$ cat config.mk
export PLATFORM = sky130hd
export DESIGN_NAME = multicycle_controller
export DESIGN_NICKNAME = d
export VERILOG_FILES = /design/src/rtl/ctrl_pkg.sv /design/src/rtl/alu_op_exec.sv /design/src/rtl/flow_change_exec.sv /design/src/rtl/instr_sequencer.sv /design/src/rtl/mem_access_exec.sv /design/src/rtl/multicycle_controller.sv
export VERILOG_INCLUDE_DIRS = /design/src /design/src/include
export SDC_FILE = /design/constraint.sdc
export NUM_CORES = 1
export LEC_CHECK = 0
export ABC_AREA = 1
export BUFFER_PORTS_ARGS = -buffer_cell sky130_fd_sc_hd__clkbuf_2
export CAP_MARGIN = 20
export CORE_MARGIN = 3
export CORE_UTILIZATION = 41
export CTS_BUF_LIST = sky130_fd_sc_hd__clkbuf_4
export CTS_CLUSTER_SIZE = 40
export DETAILED_ROUTE_END_ITERATION = 8
export HOLD_SLACK_MARGIN = 0.08
export PLACE_DENSITY = 0.72
export SLEW_MARGIN = 20
export SYNTH_ARGS = -nofsm -noshare
export SYNTH_HDL_FRONTEND = slang
export SYNTH_SLANG_ARGS = --single-unit
$ cat constraint.sdc
create_clock -name clk -period 1.9 [get_ports clk]
set_clock_uncertainty 0.1 [all_clocks]
set_input_delay 0.19 -clock clk [delete_from_list [all_inputs] [get_ports clk]]
set_output_delay 0.19 -clock clk [all_outputs]
set_load 0.005 [all_outputs]
$ cat src/include/ctrl_params.svh
`ifndef CTRL_PARAMS_SVH
`define CTRL_PARAMS_SVH

////////////////////
// Field widths
////////////////////

`define CTRL_OPCODE_W   7
`define CTRL_FUNC3_W    3
`define CTRL_SEL_W      2       // PC source and write-back select

////////////////////
// RV32I opcodes
////////////////////

`define CTRL_OP_RTYPE   7'b0110011
`define CTRL_OP_ITYPE   7'b0010011
`define CTRL_OP_LOAD    7'b0000011
`define CTRL_OP_STORE   7'b0100011
`define CTRL_OP_BRANCH  7'b1100011
`define CTRL_OP_JAL     7'b1101111
`define CTRL_OP_JALR    7'b1100111

////////////////////
// func3 size codes
////////////////////

// Signed sizes are shared by loads and stores
`define CTRL_F3_BYTE    3'b000
`define CTRL_F3_HALF    3'b001
`define CTRL_F3_WORD    3'b010

// Zero-extended sizes exist for loads only
`define CTRL_F3_BYTE_U  3'b100
`define CTRL_F3_HALF_U  3'b101

`endif

$ cat src/rtl/ctrl_pkg.sv
`default_nettype none

`include "ctrl_params.svh"

package ctrl_pkg;

    // Instruction class seen by the executors
    typedef enum logic [2:0]
    {
        CLASS_NONE   = 3'd0,    // Unknown opcode
        CLASS_R      = 3'd1,
        CLASS_I      = 3'd2,
        CLASS_LOAD   = 3'd3,
        CLASS_STORE  = 3'd4,
        CLASS_BRANCH = 3'd5,
        CLASS_JUMP   = 3'd6     // JAL and JALR
    } op_class_e;

    // Next PC source
    typedef enum logic [`CTRL_SEL_W-1:0]
    {
        PC_SEQ    = 2'b00,      // PC + 4
        PC_BRANCH = 2'b01,
        PC_JUMP   = 2'b10
    } pc_sel_e;

    // Register file write-back source
    typedef enum logic [`CTRL_SEL_W-1:0]
    {
        WB_ALU  = 2'b00,
        WB_MEM  = 2'b01,
        WB_LINK = 2'b10         // Return address
    } wb_sel_e;

endpackage

`default_nettype wire

$ cat src/rtl/alu_op_exec.sv
`timescale 1ns/1ns
`default_nettype none

module alu_op_exec
(
    input  wire                     clk,
    input  wire                     reset,
    input  wire                     alu_start,
    input  var ctrl_pkg::op_class_e op_class,
    output logic                    alu_src,
    output logic                    reg_write,
    output logic                    alu_done
);

    logic write_q;     // Single write cycle after the start strobe

    always_ff @(posedge clk or posedge reset)
    begin
        if (reset)
            write_q <= 1'b0;
        else
            write_q <= alu_start;
    end

    // Immediate ops take operand B from the immediate
    assign alu_src   = write_q && (op_class == ctrl_pkg::CLASS_I);
    assign reg_write = write_q;
    assign alu_done  = write_q;     // Finished in the write cycle

endmodule

`default_nettype wire

$ cat src/rtl/flow_change_exec.sv
`timescale 1ns/1ns
`default_nettype none

module flow_change_exec
(
    input  wire                     clk,
    input  wire                     reset,
    input  wire                     flow_start,
    input  var ctrl_pkg::op_class_e op_class,
    input  wire                     comparator,
    output logic                    pc_en,
    output ctrl_pkg::pc_sel_e       pc_select,
    output logic                    reg_write,
    output ctrl_pkg::wb_sel_e       mem_to_reg,
    output logic                    flow_done
);

    logic active_q;
    logic taken_q;      // Branch condition at start
    logic is_jump;
    logic is_taken;

    always_ff @(posedge clk or posedge reset)
    begin
        if (reset)
            active_q <= 1'b0;
        else
            active_q <= flow_start;
    end

    always_ff @(posedge clk)
    begin
        if (flow_start)
            taken_q <= comparator;
    end

    assign is_jump  = active_q && (op_class == ctrl_pkg::CLASS_JUMP);
    assign is_taken = active_q && (op_class == ctrl_pkg::CLASS_BRANCH) && taken_q;

    ////////////////////
    // PC redirect and link write
    ////////////////////

    always_comb
    begin
        pc_select  = ctrl_pkg::PC_SEQ;
        mem_to_reg = ctrl_pkg::WB_ALU;
        if (is_jump)
        begin
            pc_select  = ctrl_pkg::PC_JUMP;
            mem_to_reg = ctrl_pkg::WB_LINK;    // rd gets PC + 4
        end
        else if (is_taken)
            pc_select = ctrl_pkg::PC_BRANCH;
    end

    assign pc_en     = is_jump || is_taken;
    assign reg_write = is_jump;         // Branches never write rd
    assign flow_done = active_q;

    // Launched only for a branch or a jump
    a_flow_class: assert property (@(posedge clk) disable iff (reset)
        active_q |-> (op_class inside {ctrl_pkg::CLASS_BRANCH, ctrl_pkg::CLASS_JUMP}));

endmodule

`default_nettype wire

$ cat src/rtl/instr_sequencer.sv
`timescale 1ns/1ns
`default_nettype none

`include "ctrl_params.svh"

module instr_sequencer
(
    input  wire                       clk,
    input  wire                       reset,
    input  wire                       go,
    input  wire [`CTRL_OPCODE_W-1:0]  opcode,
    input  wire                       alu_done,
    input  wire                       mem_done,
    input  wire                       flow_done,
    output logic                      ir_en,
    output logic                      seq_pc_en,
    output ctrl_pkg::op_class_e       op_class,
    output logic                      alu_start,
    output logic                      mem_start,
    output logic                      flow_start,
    output logic                      instr_done
);

    typedef enum logic [2:0]
    {
        S_IDLE,
        S_FETCH,
        S_PCSTEP,
        S_DECODE,
        S_EXEC,
        S_DONE
    } seq_state_e;

    seq_state_e          state_q;
    seq_state_e          state_d;
    ctrl_pkg::op_class_e decoded_class;
    logic                any_done;

    ////////////////////
    // Opcode classification
    ////////////////////

    always_comb
    begin
        case (opcode)
            `CTRL_OP_RTYPE:  decoded_class = ctrl_pkg::CLASS_R;
            `CTRL_OP_ITYPE:  decoded_class = ctrl_pkg::CLASS_I;
            `CTRL_OP_LOAD:   decoded_class = ctrl_pkg::CLASS_LOAD;
            `CTRL_OP_STORE:  decoded_class = ctrl_pkg::CLASS_STORE;
            `CTRL_OP_BRANCH: decoded_class = ctrl_pkg::CLASS_BRANCH;
            `CTRL_OP_JAL,
            `CTRL_OP_JALR:   decoded_class = ctrl_pkg::CLASS_JUMP;   // Same sequence for both
            default:         decoded_class = ctrl_pkg::CLASS_NONE;
        endcase
    end

    assign any_done = alu_done | mem_done | flow_done;

    ////////////////////
    // State machine
    ////////////////////

    always_comb
    begin
        state_d = state_q;
        case (state_q)
            S_IDLE:   if (go) state_d = S_FETCH;
            S_FETCH:  state_d = S_PCSTEP;
            S_PCSTEP: state_d = S_DECODE;
            S_DECODE: state_d = (decoded_class == ctrl_pkg::CLASS_NONE) ? S_DONE : S_EXEC;
            S_EXEC:   if (any_done) state_d = S_DONE;   // Wait on the executor
            S_DONE:   state_d = S_IDLE;
            default:  state_d = S_IDLE;
        endcase
    end

    always_ff @(posedge clk or posedge reset)
    begin
        if (reset)
        begin
            state_q  <= S_IDLE;
            op_class <= ctrl_pkg::CLASS_NONE;
        end
        else
        begin
            state_q <= state_d;
            if (state_q == S_DECODE)
                op_class <= decoded_class;  // Held until the next decode
        end
    end

    // Strobes and levels decoded from the state
    assign ir_en      = (state_q == S_FETCH);
    assign seq_pc_en  = (state_q == S_PCSTEP);
    assign instr_done = (state_q == S_DONE);

    assign alu_start  = (state_q == S_DECODE) &&
                        (decoded_class inside {ctrl_pkg::CLASS_R, ctrl_pkg::CLASS_I});
    assign mem_start  = (state_q == S_DECODE) &&
                        (decoded_class inside {ctrl_pkg::CLASS_LOAD, ctrl_pkg::CLASS_STORE});
    assign flow_start = (state_q == S_DECODE) &&
                        (decoded_class inside {ctrl_pkg::CLASS_BRANCH, ctrl_pkg::CLASS_JUMP});

    // Only one executor may answer at a time
    a_one_done: assert property (@(posedge clk) disable iff (reset)
        $onehot0({alu_done, mem_done, flow_done}));

    // An executor must not finish outside the execute phase
    a_done_in_exec: assert property (@(posedge clk) disable iff (reset)
        any_done |-> (state_q == S_EXEC));

endmodule

`default_nettype wire

$ cat src/rtl/mem_access_exec.sv
`timescale 1ns/1ns
`default_nettype none

`include "ctrl_params.svh"

module mem_access_exec
(
    input  wire                       clk,
    input  wire                       reset,
    input  wire                       mem_start,
    input  var ctrl_pkg::op_class_e   op_class,
    input  wire [`CTRL_FUNC3_W-1:0]   func3,
    output logic                      alu_src,
    output logic                      reg_write,
    output ctrl_pkg::wb_sel_e         mem_to_reg,
    output logic                      is_byte,
    output logic                      is_half,
    output logic                      is_word,
    output logic                      mem_read,
    output logic                      mem_write,
    output logic                      mem_done
);

    typedef enum logic [1:0]
    {
        M_IDLE,
        M_ACCESS,
        M_WRITE
    } mem_state_e;

    mem_state_e               state_q;
    logic [`CTRL_FUNC3_W-1:0] func3_q;
    logic [2:0]               size;        // {word, half, byte}
    logic                     is_load;
    logic                     is_store;
    logic                     access_ok;
    logic                     in_access;
    logic                     in_write;

    always_ff @(posedge clk)
    begin
        if (mem_start)
            func3_q <= func3;
    end

    assign is_load   = (op_class == ctrl_pkg::CLASS_LOAD);
    assign is_store  = (op_class == ctrl_pkg::CLASS_STORE);

    ////////////////////
    // Size decode
    ////////////////////

    always_comb
    begin
        size = 3'b000;
        case (func3_q)
            `CTRL_F3_BYTE:   size = 3'b001;
            `CTRL_F3_HALF:   size = 3'b010;
            `CTRL_F3_WORD:   size = 3'b100;
            `CTRL_F3_BYTE_U: if (is_load) size = 3'b001;   // No unsigned stores
            `CTRL_F3_HALF_U: if (is_load) size = 3'b010;
            default:         size = 3'b000;
        endcase
    end

    assign access_ok = |size;

    always_ff @(posedge clk or posedge reset)
    begin
        if (reset)
            state_q <= M_IDLE;
        else
            case (state_q)
                M_IDLE:   if (mem_start) state_q <= M_ACCESS;
                M_ACCESS: state_q <= (is_load && access_ok) ? M_WRITE : M_IDLE;
                default:  state_q <= M_IDLE;
            endcase
    end

    assign in_access = (state_q == M_ACCESS);
    assign in_write  = (state_q == M_WRITE);

    // Address comes from rs1 + immediate in both cycles
    assign alu_src    = (in_access && access_ok) || in_write;
    assign mem_read   = in_access && is_load && access_ok;
    assign mem_write  = in_access && is_store && access_ok;
    assign {is_word, is_half, is_byte} = in_access ? size : 3'b000;
    assign reg_write  = in_write;
    assign mem_to_reg = in_write ? ctrl_pkg::WB_MEM : ctrl_pkg::WB_ALU;
    assign mem_done   = in_write || (in_access && !(is_load && access_ok));

    // A new start must not arrive while an access is running
    a_start_idle: assert property (@(posedge clk) disable iff (reset)
        mem_start |-> (state_q == M_IDLE));

    // The latched class must stay a load or store while busy
    a_class_held: assert property (@(posedge clk) disable iff (reset)
        (in_access || in_write) |-> (is_load || is_store));

endmodule

`default_nettype wire

$ cat src/rtl/multicycle_controller.sv
`timescale 1ns/1ns
`default_nettype none

`include "ctrl_params.svh"

module multicycle_controller
(
    input  wire                       clk,
    input  wire                       reset,
    input  wire                       go,
    input  wire [`CTRL_OPCODE_W-1:0]  opcode,
    input  wire [`CTRL_FUNC3_W-1:0]   func3,
    input  wire                       comparator,
    output logic                      ir_en,
    output logic                      pc_en,
    output ctrl_pkg::pc_sel_e         pc_select,
    output logic                      alu_src,
    output logic                      reg_write,
    output ctrl_pkg::wb_sel_e         mem_to_reg,
    output logic                      is_byte,
    output logic                      is_half,
    output logic                      is_word,
    output logic                      mem_read,
    output logic                      mem_write,
    output logic                      instr_done
);

    ctrl_pkg::op_class_e op_class;
    ctrl_pkg::wb_sel_e   mem_wb_sel;
    ctrl_pkg::wb_sel_e   flow_wb_sel;
    logic                seq_pc_en;
    logic                flow_pc_en;
    logic                alu_start, mem_start, flow_start;
    logic                alu_done, mem_done, flow_done;
    logic                alu_alu_src, mem_alu_src;
    logic                alu_reg_write, mem_reg_write, flow_reg_write;

    instr_sequencer u_seq
    (
        .clk        (clk),
        .reset      (reset),
        .go         (go),
        .opcode     (opcode),
        .alu_done   (alu_done),
        .mem_done   (mem_done),
        .flow_done  (flow_done),
        .ir_en      (ir_en),
        .seq_pc_en  (seq_pc_en),
        .op_class   (op_class),
        .alu_start  (alu_start),
        .mem_start  (mem_start),
        .flow_start (flow_start),
        .instr_done (instr_done)
    );

    alu_op_exec u_alu
    (
        .clk       (clk),
        .reset     (reset),
        .alu_start (alu_start),
        .op_class  (op_class),
        .alu_src   (alu_alu_src),
        .reg_write (alu_reg_write),
        .alu_done  (alu_done)
    );

    mem_access_exec u_mem
    (
        .clk        (clk),
        .reset      (reset),
        .mem_start  (mem_start),
        .op_class   (op_class),
        .func3      (func3),
        .alu_src    (mem_alu_src),
        .reg_write  (mem_reg_write),
        .mem_to_reg (mem_wb_sel),
        .is_byte    (is_byte),
        .is_half    (is_half),
        .is_word    (is_word),
        .mem_read   (mem_read),
        .mem_write  (mem_write),
        .mem_done   (mem_done)
    );

    flow_change_exec u_flow
    (
        .clk        (clk),
        .reset      (reset),
        .flow_start (flow_start),
        .op_class   (op_class),
        .comparator (comparator),
        .pc_en      (flow_pc_en),
        .pc_select  (pc_select),   // Sole source as the PC step uses PC_SEQ
        .reg_write  (flow_reg_write),
        .mem_to_reg (flow_wb_sel),
        .flow_done  (flow_done)
    );

    ////////////////////
    // Output merge
    ////////////////////

    // Idle blocks drive zero so a plain OR selects the active one
    assign pc_en      = seq_pc_en | flow_pc_en;
    assign alu_src    = alu_alu_src | mem_alu_src;
    assign reg_write  = alu_reg_write | mem_reg_write | flow_reg_write;
    assign mem_to_reg = ctrl_pkg::wb_sel_e'(mem_wb_sel | flow_wb_sel);

endmodule

`default_nettype wire

# Word-level counts from Yosys, hierarchy flattened
# Index checks and enable logic that the tools add are counted.
dict set report word_totals {
  register_bits 14
  inputBits 14
  word_cells 90
}
dict set report op_classes {
  n_eq_ne 32
  mux 16
  n_bitwise 7
  reduce_logical 28
}
# cell count
set op_table {}
lappend op_table {{equality test 3 bit, second input constant} 10}
lappend op_table {{one-hot mux 3 bit (5 select lines)} 2}
lappend op_table {{equality test 3 x 2 -> 1 bit, second input constant} 7}
lappend op_table {{equality test 7 bit, second input constant} 3}
lappend op_table {{one-hot mux 3 bit (6 select lines)} 1}
lappend op_table {{equality test 7 x 6 -> 1 bit, second input constant} 2}
lappend op_table {{logical AND 1 bit} 14}
lappend op_table {{2-to-1 mux 2 bit} 5}
lappend op_table {{equality test 3 x 1 -> 1 bit, second input constant} 3}
lappend op_table {{logical NOT 3 bit} 3}
lappend op_table {{2-to-1 mux 3 bit} 3}
lappend op_table {{equality test 7 x 2 -> 1 bit, second input constant} 1}
lappend op_table {{equality test 7 x 5 -> 1 bit, second input constant} 1}
lappend op_table {{bitwise OR 1 bit} 6}
lappend op_table {{nonzero test 2 bit} 3}
lappend op_table {{2-to-1 mux 1 bit} 4}
lappend op_table {{!= test 2 bit, second input constant} 2}
lappend op_table {{one-hot mux 2 bit (2 select lines)} 1}
lappend op_table {{logical OR 1 bit} 3}
lappend op_table {{OR reduction 3 bit} 1}
lappend op_table {{equality test 2 x 1 -> 1 bit, second input constant} 1}
lappend op_table {{equality test 2 bit, second input constant} 1}
lappend op_table {{logical NOT 2 bit} 1}
lappend op_table {{!= test 2 x 1 -> 1 bit, second input constant} 1}
lappend op_table {{4 further kinds} 4}

# Depth between registers and ports, before layout
# Gate-level depths: netlist of the first run.
dict set report logic_depth {
  word_depth 12
  depth_mapped 9
  ltp_nobuf 9
}

# Modules after synthesis
# A second synthesis of the first run with hierarchy kept.
dict set report hier_totals {
  hier_cells 139
  hier_area_um2 954.7
}
# mod n_inst cells_per_inst area_each_um2 seq_area_each_um2
set modules_own_cells {}
lappend modules_own_cells {instr_sequencer 1 71 449.2 150.1}
lappend modules_own_cells {mem_access_exec 1 37 287.8 140.1}
lappend modules_own_cells {flow_change_exec 1 16 123.9 55.1}
lappend modules_own_cells {alu_op_exec 1 8 57.6 25.0}
lappend modules_own_cells {multicycle_controller 1 7 36.3 0.0}

# Least setup slack after synthesis of the first run
# No wires, ideal clock.
dict set report synth_timing {
  path_kind {register to register}
  start {reg u_seq.state_q[2]}
  end {reg u_mem.func3_q[0] (enable)}
  t_arrival_ns 0.917
  required_time_ns 1.486
  path_slack_ns 0.569
  stages_incl_launch_ff 4
  path_buffers 0
  synth_period_minus_slack_ns 1.331
  path_cell_list {dfrtp_1 -> nor3_4 -> inv_2 -> a21oi_2}
}
dict set report synth_between {
  elab_chain_len 2
}
# item line
set synth_rtl {}
lappend synth_rtl {{start, declared} instr_sequencer.sv:34} ;# seq_state_e state_q;
lappend synth_rtl {{start signal, assigned} instr_sequencer.sv:86} ;# state_q <= state_d;
lappend synth_rtl {{equality test 3 x 2 -> 1 bit} instr_sequencer.sv:99} ;# assign mem_start = (state_q == S_DECODE) &&
lappend synth_rtl {{logical AND 1 bit} instr_sequencer.sv:99}
lappend synth_rtl {{via mem_start} multicycle_controller.sv:33} ;# logic alu_start, mem_start, flow_start;
lappend synth_rtl {{end signal, assigned} mem_access_exec.sv:43} ;# func3_q <= func3;
lappend synth_rtl {{end, declared} mem_access_exec.sv:32} ;# logic [`CTRL_FUNC3_W-1:0] func3_q;
# The timed path passes the listed nets, and every way through them passes these cells.
# A chain may end at the register's enable or synchronous reset.

# Worst setup path in the final report of the first run
dict set report layout_timing {
  start {reg u_mem.func3_q[0]}
  end {out mem_write}
}
dict set report layout_between {
  elab_chain_len 4
  word_cells_on_any_way 8
}
# item line
set layout_rtl {}
lappend layout_rtl {{equality test 3 bit (tied with other cells)} mem_access_exec.sv:56} ;# case (func3_q)
lappend layout_rtl {{one-hot mux 3 bit (5 select lines) (*)} mem_access_exec.sv:56}
lappend layout_rtl {{OR reduction 3 bit (*)} mem_access_exec.sv:66} ;# assign access_ok = |size;
lappend layout_rtl {{logical AND 1 bit (*)} mem_access_exec.sv:86} ;# assign mem_write = in_access && is_store && access_ok;
lappend layout_rtl {{end, declared} multicycle_controller.sv:24} ;# output logic mem_write,
# Mark *: on every way between the ends. The rest lies on a longest branch, timed or not.

==> qor.yml, run 1 <==
drt:
  via_count: 820
  drt_iter0_drc: 10
  routedWlPerCell_microns: 10.4
  routed_via_density: 4.63
  drc: 0
  postRouteAntennaNets: 0
  dr.pass1.iters: 4
  routed_wl_mm: 1.84
cts:
  root_buffer: "clkbuf_4"
  clk_latency_ps: 270
  path_clk_slew_ps: 80
  cts_max_level: 1
  cts_tree: "built"
  cts-buffers-inserted: 3
  clockBufferDepth: 2
  cts_sinks: 14
worst_setup_path:
  reg2reg_to: "u_mem.func3_q[0]$_DFFE_PP_"
  critPathCaptureType: "output port"
  ff2ff_setup_slack_ps: 410
  critPathMaxFanout: 4
  critPathArrivalTime_ps: 1460
  reg2reg_from: "u_seq.state_q[2]$_DFFE_PP0P_"
  worstPathRequired_ps: 1610
  rr_worst_depth: 3
  critPathLaunchType: "flop"
  criticalPathCategory: "flop to output port"
yosys:
  yosys-top-cells-area: "dfrtp_1 (29%), edfxtp_1 (14%), nand2_1 (12%)"
  syn_avg_cell_area_sq_um: 7.20
  ys_types: 19
  synth-seq-cells: 14
  synth_area_sq_um: 850
  yosys.area.top_type: "dfrtp_1"
  synth_top_area_share_pct: 29.5
  syn_inst: 118
  seq_area_frac_synth_pct: 43.6
  syn_nets: 132
  ys_warn_count: 0
finish:
  ff_latch_area_sq_um: 370
  multiInputGateArea_sq_um: 375
  n_antenna_cell: 0
  layout_common_cells: "nand2_1 (27), clkbuf_2 (27), inv_1 (20)"
  area_growth_pct: 28.3
  n_fill_cell: 176
  drive_gt1_share_pct: 29.6
  nets: 167
  fin_util_pct: 59.3
floorplanning:
  rows: 15
  core_sq_um: 1840
  die_h_microns: 51.5
  fp.dieW_microns: 51.5
  start_util_pct: 46.2
  dieArea_sq_um: 2650
  ios: 28
timing:
  max_freq_mhz: 570
  drv_slew: 0
  setup_ws_ps: 146
  slew-limit-headroom_pct: 72.6
  tightest_slew_ps: 410
  setup_tns_ps: 0
  period_share_pct: 92.3
  hold_violations: 0
  grt_setup_unrepaired: "false"
  final-setup-viol-count: 0
  min_period_ps: 1750
pwr:
  combPwrFrac_pct: 31.4
  clkPwrFrac_pct: 21.8
  worst_ir_drop_vdd_mv: 0.454
  p_sw_uw: 313
  seq_power_share_pct: 46.8
  internal_power_uw: 554
  leakage_uw: 0.000595
  power_density_nw_per_um2: 795
  swShare_pct: 36.1
placement:
  place.gp.congestion: 0.812
  pre_cts_ws_ps: 389
  dpl.hpwl_mm: 1.45
  io_buffers: 27
global_route:
  grt_pass1_vias: 709
  grt_pass1_wl_mm: 3.08
  track_usage_pct: 15.9
  antenna_found_initial: 0
  grt-ovfl-total: 0
  grt_max_degree: 11
run_status:
  status: "complete, no violations"
worst_hold_path:
  min_path_type: "input pin to flop"
  worstHoldStart: "go"
  hold_end: "u_seq.state_q[0]$_DFFE_PP0P_"
  min_path_cells: 5
job:
  drv_cap: 0
==> cells by family (layout without fill, tap and decap cells) <==
family / count (synthesis) / after routing / share of synthesized area, %
and+or+nand+nor: 69 / 69 / 38.0
buffers and inverters: 27 / 61 / 13.3
DFF: 14 / 14 / 43.6
AOI/OAI and AO/OA: 8 / 8 / 5.15
==> critical path, cell delays in order (launching register included) <==
cell and delay (ps):
edfxtp_1 450, nor3_2 180, nor3b_2 270, a21oi_2 80, nor2_1 100, clkbuf_2 120
==> power groups by stage <==
stage	Sequential, uW	Clock [uW]	Combinational (uW)
3_3_place_gp	407	0	255
6_report	405	189	272
4_1_cts	404	191	275
3_5_place_dp	410	0	265
2_1_floorplan	399	0	190
5_1_grt	412	204	323
==> layer usage <==
metal  up-vias  part of all wire (%)  global-route usage (%)  routed length [microns]
met5         -                     0                       0                        0
met2        23                    49                    27.3                      892
met1       357                    45                    19.6                      818
li1        436                     -                       -                        -
met3         4                   4.6                   0.860                       84
met4         0                   2.3                    9.17                       43
==> Yosys cell counts <==
cell type,number
nor2_2,2
dfrtp_1,10
nor3_1,3
nand3_1,11
nor3_4,1
nor3b_2,1
nand3_2,1
inv_2,4
edfxtp_1,4
inv_1,20
o21ai_0,5
nor3_2,1
nand2_1,27
and2_1,1
nand4_1,2
a21oi_2,1
nor2_1,19
buf_4,3
a21oi_1,2
==> layout make-up <==
class	count	area share, %
clock buffers	4	2.76
repair buffers	33	17.7
multi-input cells	77	34.4
flip-flops and latches	14	34.0
inverters	24	8.27
well taps	25	2.87
==> registers in the layout, summed over array words and instances, names as in the netlist <==
name and cells:
u_mem.func3_q 3, u_seq.op_class 3, u_flow.taken_q 1, u_flow.flow_done 1, u_alu.alu_done 1, u_mem.state_q 2, u_seq.state_q 3
==> timing repair <==
| action | CTS | global route |
|---|---|---|
| setup buffers | 0 | 1 |
| gates resized for setup | 0 | 2 |
| setup endpoints to repair | 0 | 3 |
| endpoints found under the hold margin | 14 | 0 |
| hold buffers | 5 | 0 |
==> how the worst max path moves through the flow <==
stage | from | to | slack (ps) | cells after the start
detailed placement | u_seq.op_class[1]$_DFFE_PP0P_ | alu_src | 390 | 7
global placement | u_seq.op_class[1]$_DFFE_PP0P_ | alu_src | 430 | 7
CTS | u_seq.op_class[0]$_DFFE_PP0P_ | alu_src | 70 | 7
floorplan | u_seq.state_q[2]$_DFFE_PP0P_ | u_mem.func3_q[0]$_DFFE_PP_ | 570 | 3
global route | u_mem.func3_q[0]$_DFFE_PP_ | mem_write | 7 | 5
finish | u_mem.func3_q[0]$_DFFE_PP_ | mem_write | 150 | 5
==> through the flow <==
step	area, sq um	total power [uW]	hold WS, ps	instances
3_3_place_gp	993	661	64.1	167
5_1_grt	1090	939	201	177
6_report	1090	866	161	177
2_1_floorplan	850	589	-69.8	118
4_1_cts	1070	870	163	176
3_5_place_dp	993	676	73.7	167
Power figures use the tool's default switching activity.
==> run 2: changes to the inputs <==
==> constraint.sdc (replaced) <==
create_clock -name clk -period 1.9 [get_ports clk]
set_clock_uncertainty 0.1 [all_clocks]
set_input_delay 0.38 -clock clk [delete_from_list [all_inputs] [get_ports clk]]
set_output_delay 0.38 -clock clk [all_outputs]
set_load 0.005 [all_outputs]
==> run 2 against run 1 <==
  * The run now ends with negative setup slack left
  * Combinational power decreased by 5%
  * Power decreased by 3.6%
  * Cell area decreased by 2.8%
  * Largest power group unchanged
==> qor.yml, run 2 (synthesis gave the netlist of run 1 again) <==
drt:
  dr.pass1.iters: 4  # unchanged
  postRouteAntennaNets: 0  # unchanged
  via_count: 814  # was 820
  routed_via_density: 4.68  # was 4.63
  drt_iter0_drc: 13  # was 10
  routedWlPerCell_microns: 9.90  # was 10.4 microns
  routed_wl_mm: 1.72  # was 1.84 mm
  drc: 0  # unchanged
worst_setup_path:
  critPathArrivalTime_ps: 1470  # was 1460 ps
  cpMaxStageDelayCell: "edfxtp_1"  # unchanged
  worstPathRequired_ps: 1420  # was 1610 ps
  path_buf_inv: 1  # unchanged
  critPathMaxStageDelay_ps: 440  # was 450 ps
  critical-path-top-delay-family: "simple AND/OR/NAND/NOR gates"  # unchanged
  reg2reg_from: "u_seq.state_q[2]$_DFFE_PP0P_"  # unchanged
  crit_start: "u_mem.func3_q[0]$_DFFE_PP_"  # unchanged
  critPathCaptureType: "output port"  # unchanged
  critPathLaunchType: "flop"  # unchanged
  path_cells: "nor3_2 > nor3b_4 > a21oi_2 > nor2_1 > buf_2"  # was nor3_2 > nor3b_2 > a21oi_2 > nor2_1 > clkbuf_2
  criticalPathCategory: "flop to output port"  # unchanged
  critPathMaxFanout: 4  # unchanged
worst_hold_path:
  worstHoldStart: "comparator"  # was go
  min_path_type: "input pin to flop"  # unchanged
floorplanning:
  fp.dieW_microns: 51.5  # unchanged
  ios: 28  # unchanged
  die_h_microns: 51.5  # unchanged
  dieArea_sq_um: 2650  # unchanged
  core_sq_um: 1840  # unchanged
  start_util_pct: 46.2  # unchanged
  rows: 15  # unchanged
timing:
  grt_setup_unrepaired: "true"  # was false
  max_freq_mhz: 512  # was 570 MHz
  min_period_ps: 1950  # was 1750 ps
  holdWs_ps: 167  # was 161 ps
  setup_tns_ps: -137  # was 0 ps
  slew-limit-headroom_pct: 73.9  # was 72.6%
  final-setup-viol-count: 3  # was 0
  hold_violations: 0  # unchanged
  period_share_pct: 103  # was 92.3%
  drv_slew: 0  # unchanged
  tightest_slew_ps: 391  # was 410 ps
  setup_ws_ps: -54.2  # was 146 ps
finish:
  postLayoutCellArea_sq_um: 1060  # was 1090 sq um
  ff_latch_area_sq_um: 370  # unchanged
  fin_cells: 174  # was 177
  n_antenna_cell: 0  # unchanged
  n_fill_cell: 183  # was 176
  reg_top3: "u_mem.func3_q: 3 flops, u_seq.op_class: 3 flops, u_seq.state_q: 3 flops"  # unchanged
  area_growth_pct: 24.7  # was 28.3%
  mostFrequentLayoutCell: "nand2_1"
  drive_gt1_share_pct: 31.5  # was 29.6%
  multiInputGateArea_sq_um: 382  # was 375 sq um
  nets: 164  # was 167
  layout_common_cells: "nand2_1 (27), clkbuf_2 (25), nor2_1 (19)"  # was nand2_1 (27), clkbuf_2 (27), inv_1 (20)
pwr:
  worst_ir_drop_vdd_mv: 0.395  # was 0.454 mV
  leakage_uw: 0.000582  # was 0.000595 uW
  power_density_nw_per_um2: 788  # was 795 nW/um^2
global_route:
  antenna_found_initial: 0  # unchanged
  grt_max_degree: 11  # unchanged
  grt-ovfl-total: 0  # unchanged
  grt_pass1_wl_mm: 2.90  # was 3.08 mm
  grt_pass1_vias: 737  # was 709
  track_usage_pct: 15.3  # was 15.9%
cts:
  cts_tree: "built"  # unchanged
  cts_sinks: 14  # unchanged
  clk_latency_ps: 280  # was 270 ps
  cts_max_level: 1  # unchanged
  path_clk_slew_ps: 90  # was 80 ps
  clockBufferDepth: 2  # unchanged
  cts-buffers-inserted: 3  # unchanged
  root_buffer: "clkbuf_4"  # unchanged
placement:
  dp.cells: 167  # unchanged
  dpl.hpwl_mm: 1.41  # was 1.45 mm
  post_dp_cell_area_sq_um: 993  # unchanged
  pre_cts_ws_ps: 217  # was 389 ps
  place.gp.congestion: 0.818  # was 0.812
  io_buffers: 27  # unchanged
run_status:
  status: "complete, but fails checks"  # was complete, no violations
  failed_checks: "negative setup slack"
job:
  drv_cap: 0  # unchanged
==> run 2: cell types whose count changed in the layout (fill, tap and decap cells not counted) <==
cell,before,now
clkbuf_4,4,3
inv_2,4,6
clkinv_1,0,1
clkbuf_2,27,25
buf_4,1,2
dlygate4sd3_1,5,1
nor3b_2,1,0
inv_1,20,18
buf_2,0,2
nor3b_4,0,1
==> run 2: final timing paths <==
kind                                                  to  slack, ps  depth (start not counted)
setup / recovery                               mem_write        -50                          5
hold / removal                  u_flow.taken_q$_DFFE_PP_        170                          1
setup reg to reg              u_mem.func3_q[0]$_DFFE_PP_        420                          3
hold reg to reg            u_seq.op_class[1]$_DFFE_PP0P_        410                          2
max in group asynchronous   u_mem.state_q[0]$_DFFE_PP0P_        920                          3
min in group asynchronous   u_seq.state_q[1]$_DFFE_PP0P_        490                          3
==> run 2: area by class of cell <==
class / instances / share of cell area (%)
Timing Repair Buffer: 30 / 15.1
Inverter: 24 / 8.50
Clock buffer: 3 / 2.13
Tap cell: 25 / 2.95
Clock inverter: 1 / 0.354
Sequential cell: 14 / 34.9
Multi-Input combinational cell: 77 / 36.0
==> run 2: metrics by stage <==
step | power [uW] | utilization [%]
2_1_floorplan | 589 | -
3_3_place_gp | 661 | 54.0
3_5_place_dp | 668 | 54.0
4_1_cts | 846 | 56.9
5_1_grt | 902 | 57.6
6_report | 835 | 57.6
==> run 2: worst reg2reg max path: cells and delay by family (launching register included) <==
family,cells,cell delay [ps]
buf+inv,1,100
simple gates,1,280
compound gates,1,210
flops,1,470
==> run 2: timing repair <==
| action | 4_1_cts | 5_1_grt |
|---|---|---|
| setup buffers | 1 | 1 |
| cloned | 0 | 0 |
| gates resized for setup | 4 | 3 |
| hold endpoints to repair | 10 | 0 |
| pin swaps | 1 | 1 |
| hold buffers | 1 | 0 |
| setup endpoints to repair | 3 | 5 |
==> run 2: metal layers <==
layer | vias to the layer above | GRT usage [%] | share of wire, %
met4 | 0 | 12.2 | 4.4
met2 | 24 | 25.4 | 47
met3 | 7 | 2.87 | 5.3
met1 | 352 | 17.0 | 43
li1 | 431 | - | -
met5 | - | 0 | 0
==> run 2: power breakdown <==
part	switching (uW)	internal, uW
logic	158	101
registers	52.9	353
clock network	94.5	76.2
total	305	530
==> run 3: changes to the inputs <==
--- a/config.mk
+++ b/config.mk
@@ -10,13 +10,15 @@
 export BUFFER_PORTS_ARGS = -buffer_cell sky130_fd_sc_hd__clkbuf_2
 export CAP_MARGIN = 20
 export CORE_MARGIN = 3
-export CORE_UTILIZATION = 41
+export CORE_UTILIZATION = 53
 export CTS_BUF_LIST = sky130_fd_sc_hd__clkbuf_4
 export CTS_CLUSTER_SIZE = 40
 export DETAILED_ROUTE_END_ITERATION = 8
+export GPL_ROUTABILITY_DRIVEN = 0
 export HOLD_SLACK_MARGIN = 0.08
-export PLACE_DENSITY = 0.72
+export PLACE_DENSITY = 0.87
 export SLEW_MARGIN = 20
 export SYNTH_ARGS = -nofsm -noshare
 export SYNTH_HDL_FRONTEND = slang
+export SYNTH_HIERARCHICAL = 1
 export SYNTH_SLANG_ARGS = --single-unit
==> run 3 against run 2 <==
  * The flow now finishes without violations
  * Sequential power down 1%
  * Power up 3.7%
  * Maximum frequency up 3.3%
  * Critical path type unchanged
  * Largest power group unchanged
==> qor.yml, run 3 <==
timing:
  final-setup-viol-count: 0  # was 3
  holdWs_ps: 164  # was 167 ps
  grt_setup_unrepaired: "true"  # unchanged
  max_freq_mhz: 529  # was 512 MHz
  setup_tns_ps: 0  # was -137 ps
  period_share_pct: 99.6  # was 103%
  min_period_ps: 1890  # was 1950 ps
  drv_slew: 0  # unchanged
  hold_violations: 0  # unchanged
finish:
  postLayoutCellArea_sq_um: 1170  # was 1060 sq um
  drive_gt1_share_pct: 36.1  # was 31.5%
  layout_common_cells: "nand2_1 (27), clkbuf_2 (27), inv_1 (24)"  # was nand2_1 (27), clkbuf_2 (25), nor2_1 (19)
  n_antenna_cell: 0  # unchanged
  fin_util_pct: 73.7  # was 57.6%
  area_growth_pct: 23.1  # was 24.7%
  nets: 184  # was 164
  reg_top3: "u_mem/func3_q: 3 flops, u_seq/op_class: 3 flops, u_seq/state_q: 3 flops"  # was u_mem.func3_q: 3 flops, u_seq.op_class: 3 flops, u_seq.state_q: 3 flops
floorplanning:
  rows: 14  # was 15
  dieArea_sq_um: 2350  # was 2650 sq um
  die_h_microns: 48.4  # was 51.5 microns
  fp.dieW_microns: 48.4  # was 51.5 microns
  start_util_pct: 59.9  # was 46.2%
  core_sq_um: 1590  # was 1840 sq um
  ios: 28  # unchanged
drt:
  dr.pass1.iters: 5  # was 4
  routedWlPerCell_microns: 10.7  # was 9.90 microns
  postRouteAntennaNets: 0  # unchanged
  drc: 0  # unchanged
  drt_iter0_drc: 5  # was 13
  routed_via_density: 4.68  # about the same
  via_count: 903  # was 814
  routed_wl_mm: 2.07  # was 1.72 mm
global_route:
  antenna_found_initial: 0  # unchanged
  grt_max_degree: 9  # was 11
  grt-ovfl-total: 0  # unchanged
  grt_pass1_vias: 861  # was 737
  track_usage_pct: 18.7  # was 15.3%
  grt_pass1_wl_mm: 3.46  # was 2.90 mm
cts:
  path_clk_slew_ps: 80  # was 90 ps
  clockBufferDepth: 2  # unchanged
  cts_tree: "built"  # unchanged
  clk_latency_ps: 280  # about the same
  cts_sinks: 14  # unchanged
  cts_max_level: 1  # unchanged
  cts-buffers-inserted: 3  # unchanged
  root_buffer: "clkbuf_4"  # unchanged
yosys:
  synth-edff-count: 4  # unchanged
  synth_top_area_share_pct: 26.2  # was 29.5%
  ys_warn_count: 6  # was 0
  syn_nets: 153  # was 132
  yosys-top-cells-area: "dfrtp_1 (26%), nand2_1 (13%), edfxtp_1 (13%)"  # was dfrtp_1 (29%), edfxtp_1 (14%), nand2_1 (12%)
  synth.most_common_cell: "nand2_1"  # unchanged
  syn_inst: 139  # was 118
  synth_area_sq_um: 955  # was 850 sq um
  ys_top_cells_by_count: "nand2_1 (33), inv_1 (26), nor2_1 (16), dfrtp_1 (10)"  # was nand2_1 (27), inv_1 (20), nor2_1 (19), nand3_1 (11), dfrtp_1 (10)
  yosys.area.top_type: "dfrtp_1"  # unchanged
  ys_types: 21  # was 19
  seq_area_frac_synth_pct: 38.8  # was 43.6%
  synth-seq-cells: 14  # unchanged
  synth_top_flop_cell: "dfrtp_1"  # unchanged
  syn_avg_cell_area_sq_um: 6.87  # was 7.20 sq um
  async_flop_share_pct: 71.4  # unchanged
worst_setup_path:
  crit_start: "u_seq/op_class[1]$_DFFE_PP0P_"  # was u_mem.func3_q[0]$_DFFE_PP_
  critPathCaptureType: "output port"  # unchanged
  reg2reg_from: "u_seq/state_q[1]$_DFFE_PP0P_"  # was u_seq.state_q[2]$_DFFE_PP0P_
  critPathLaunchType: "flop"  # unchanged
  critPathArrivalTime_ps: 1410  # was 1470 ps
  criticalPathCategory: "flop to output port"  # unchanged
  critPathMaxFanout: 2  # was 4
  worstPathRequired_ps: 1420  # about the same
worst_hold_path:
  worstHoldStart: "func3[2]"  # was comparator
  min_path_type: "input pin to flop"  # unchanged
pwr:
  leakage_uw: 0.000662  # was 0.000582 uW
  worst_ir_drop_vdd_mv: 0.542  # was 0.395 mV
  power_density_nw_per_um2: 737  # was 788 nW/um^2
  finalPower_uw: 866  # was 835 uW
placement:
  io_buffers: 27  # unchanged
  dpl.hpwl_mm: 1.56  # was 1.41 mm
  post_dp_cell_area_sq_um: 1070  # was 993 sq um
run_status:
  status: "complete, no violations"  # was complete, but fails checks
job:
  drv_cap: 0  # unchanged
==> run 3: kinds of logic after synthesis <==
| logic type | Yosys count | share of synthesized area [%] |
|---|---|---|
| AND/OR/NAND/NOR | 81 | 40.5 |
| buffers and inverters | 37 | 16.9 |
| flip-flops | 14 | 38.8 |
| AO/OA/AOI/OAI | 5 | 3.01 |
| other | 2 | 0.787 |
==> run 3: worst max-delay path, cell delays in order, from the launching register on <==
cell and delay (ps):
dfrtp_2 420, nand3_2 90, nand2_2 60, nand2_2 80, nand2_2 70, nand2_2 70, nand2_1 50, or2_1 190
clkbuf_2 110
==> run 3: worst paths after layout <==
check / slack (ps) / cells after the start / to
setup / recovery: 8 / 8 / alu_src
hold / removal: 160 / 1 / u_mem/func3_q[2]$_DFFE_PP_
setup reg to reg: 270 / 7 / u_mem/state_q[0]$_DFFE_PP0P_
hold reg to reg: 340 / 1 / u_mem/state_q[0]$_DFFE_PP0P_
max in group asynchronous: 1000 / 3 / u_seq/op_class[1]$_DFFE_PP0P_
min in group asynchronous: 410 / 3 / u_flow/flow_done$_DFF_PP0_
==> run 3: report_power, final <==
group	switching [uW]	internal, uW	leakage [uW]
combinational	170	121	0.000477
sequential	49.0	353	0.000169
clock	96.6	76.4	0.0000154
total	316	550	0.000662
==> run 3: through the flow <==
stage / std cells / setup slack, ps
after global routing: 193 / -63.8
after global placement: 184 / 262
after floorplan: 139 / 384
final: 193 / 8.37
after detailed placement: 184 / 183
after CTS: 192 / -3.44
==> run 3: cell type report <==
cell class,instances,area [sq um]
clock buffer,3,22.5
clock inverter,1,3.75
fill,126,419
inverter,31,119
multi-input combinational,88,453
sequential,14,372
tap,24,30.0
timing repair buffer,32,175
==> run 3: per-layer routing <==
metal	vias to the layer above	global-route usage, %	share of wire [%]
met5	-	0	0
met4	0	10.4	3.1
met3	6	3.07	4.8
met2	30	35.3	55
met1	392	19.5	37
li1	475	-	-
==> run 3: what timing repair did <==
item / 4_1_cts / 5_1_grt
resized for setup: 4 / 9
setup buffers: 3 / 1
gates cloned: 0 / 0
hold buffers: 1 / 0
pin swaps: 0 / 6
endpoints found under the hold margin: 10 / 0
setup endpoints to repair: 1 / 5
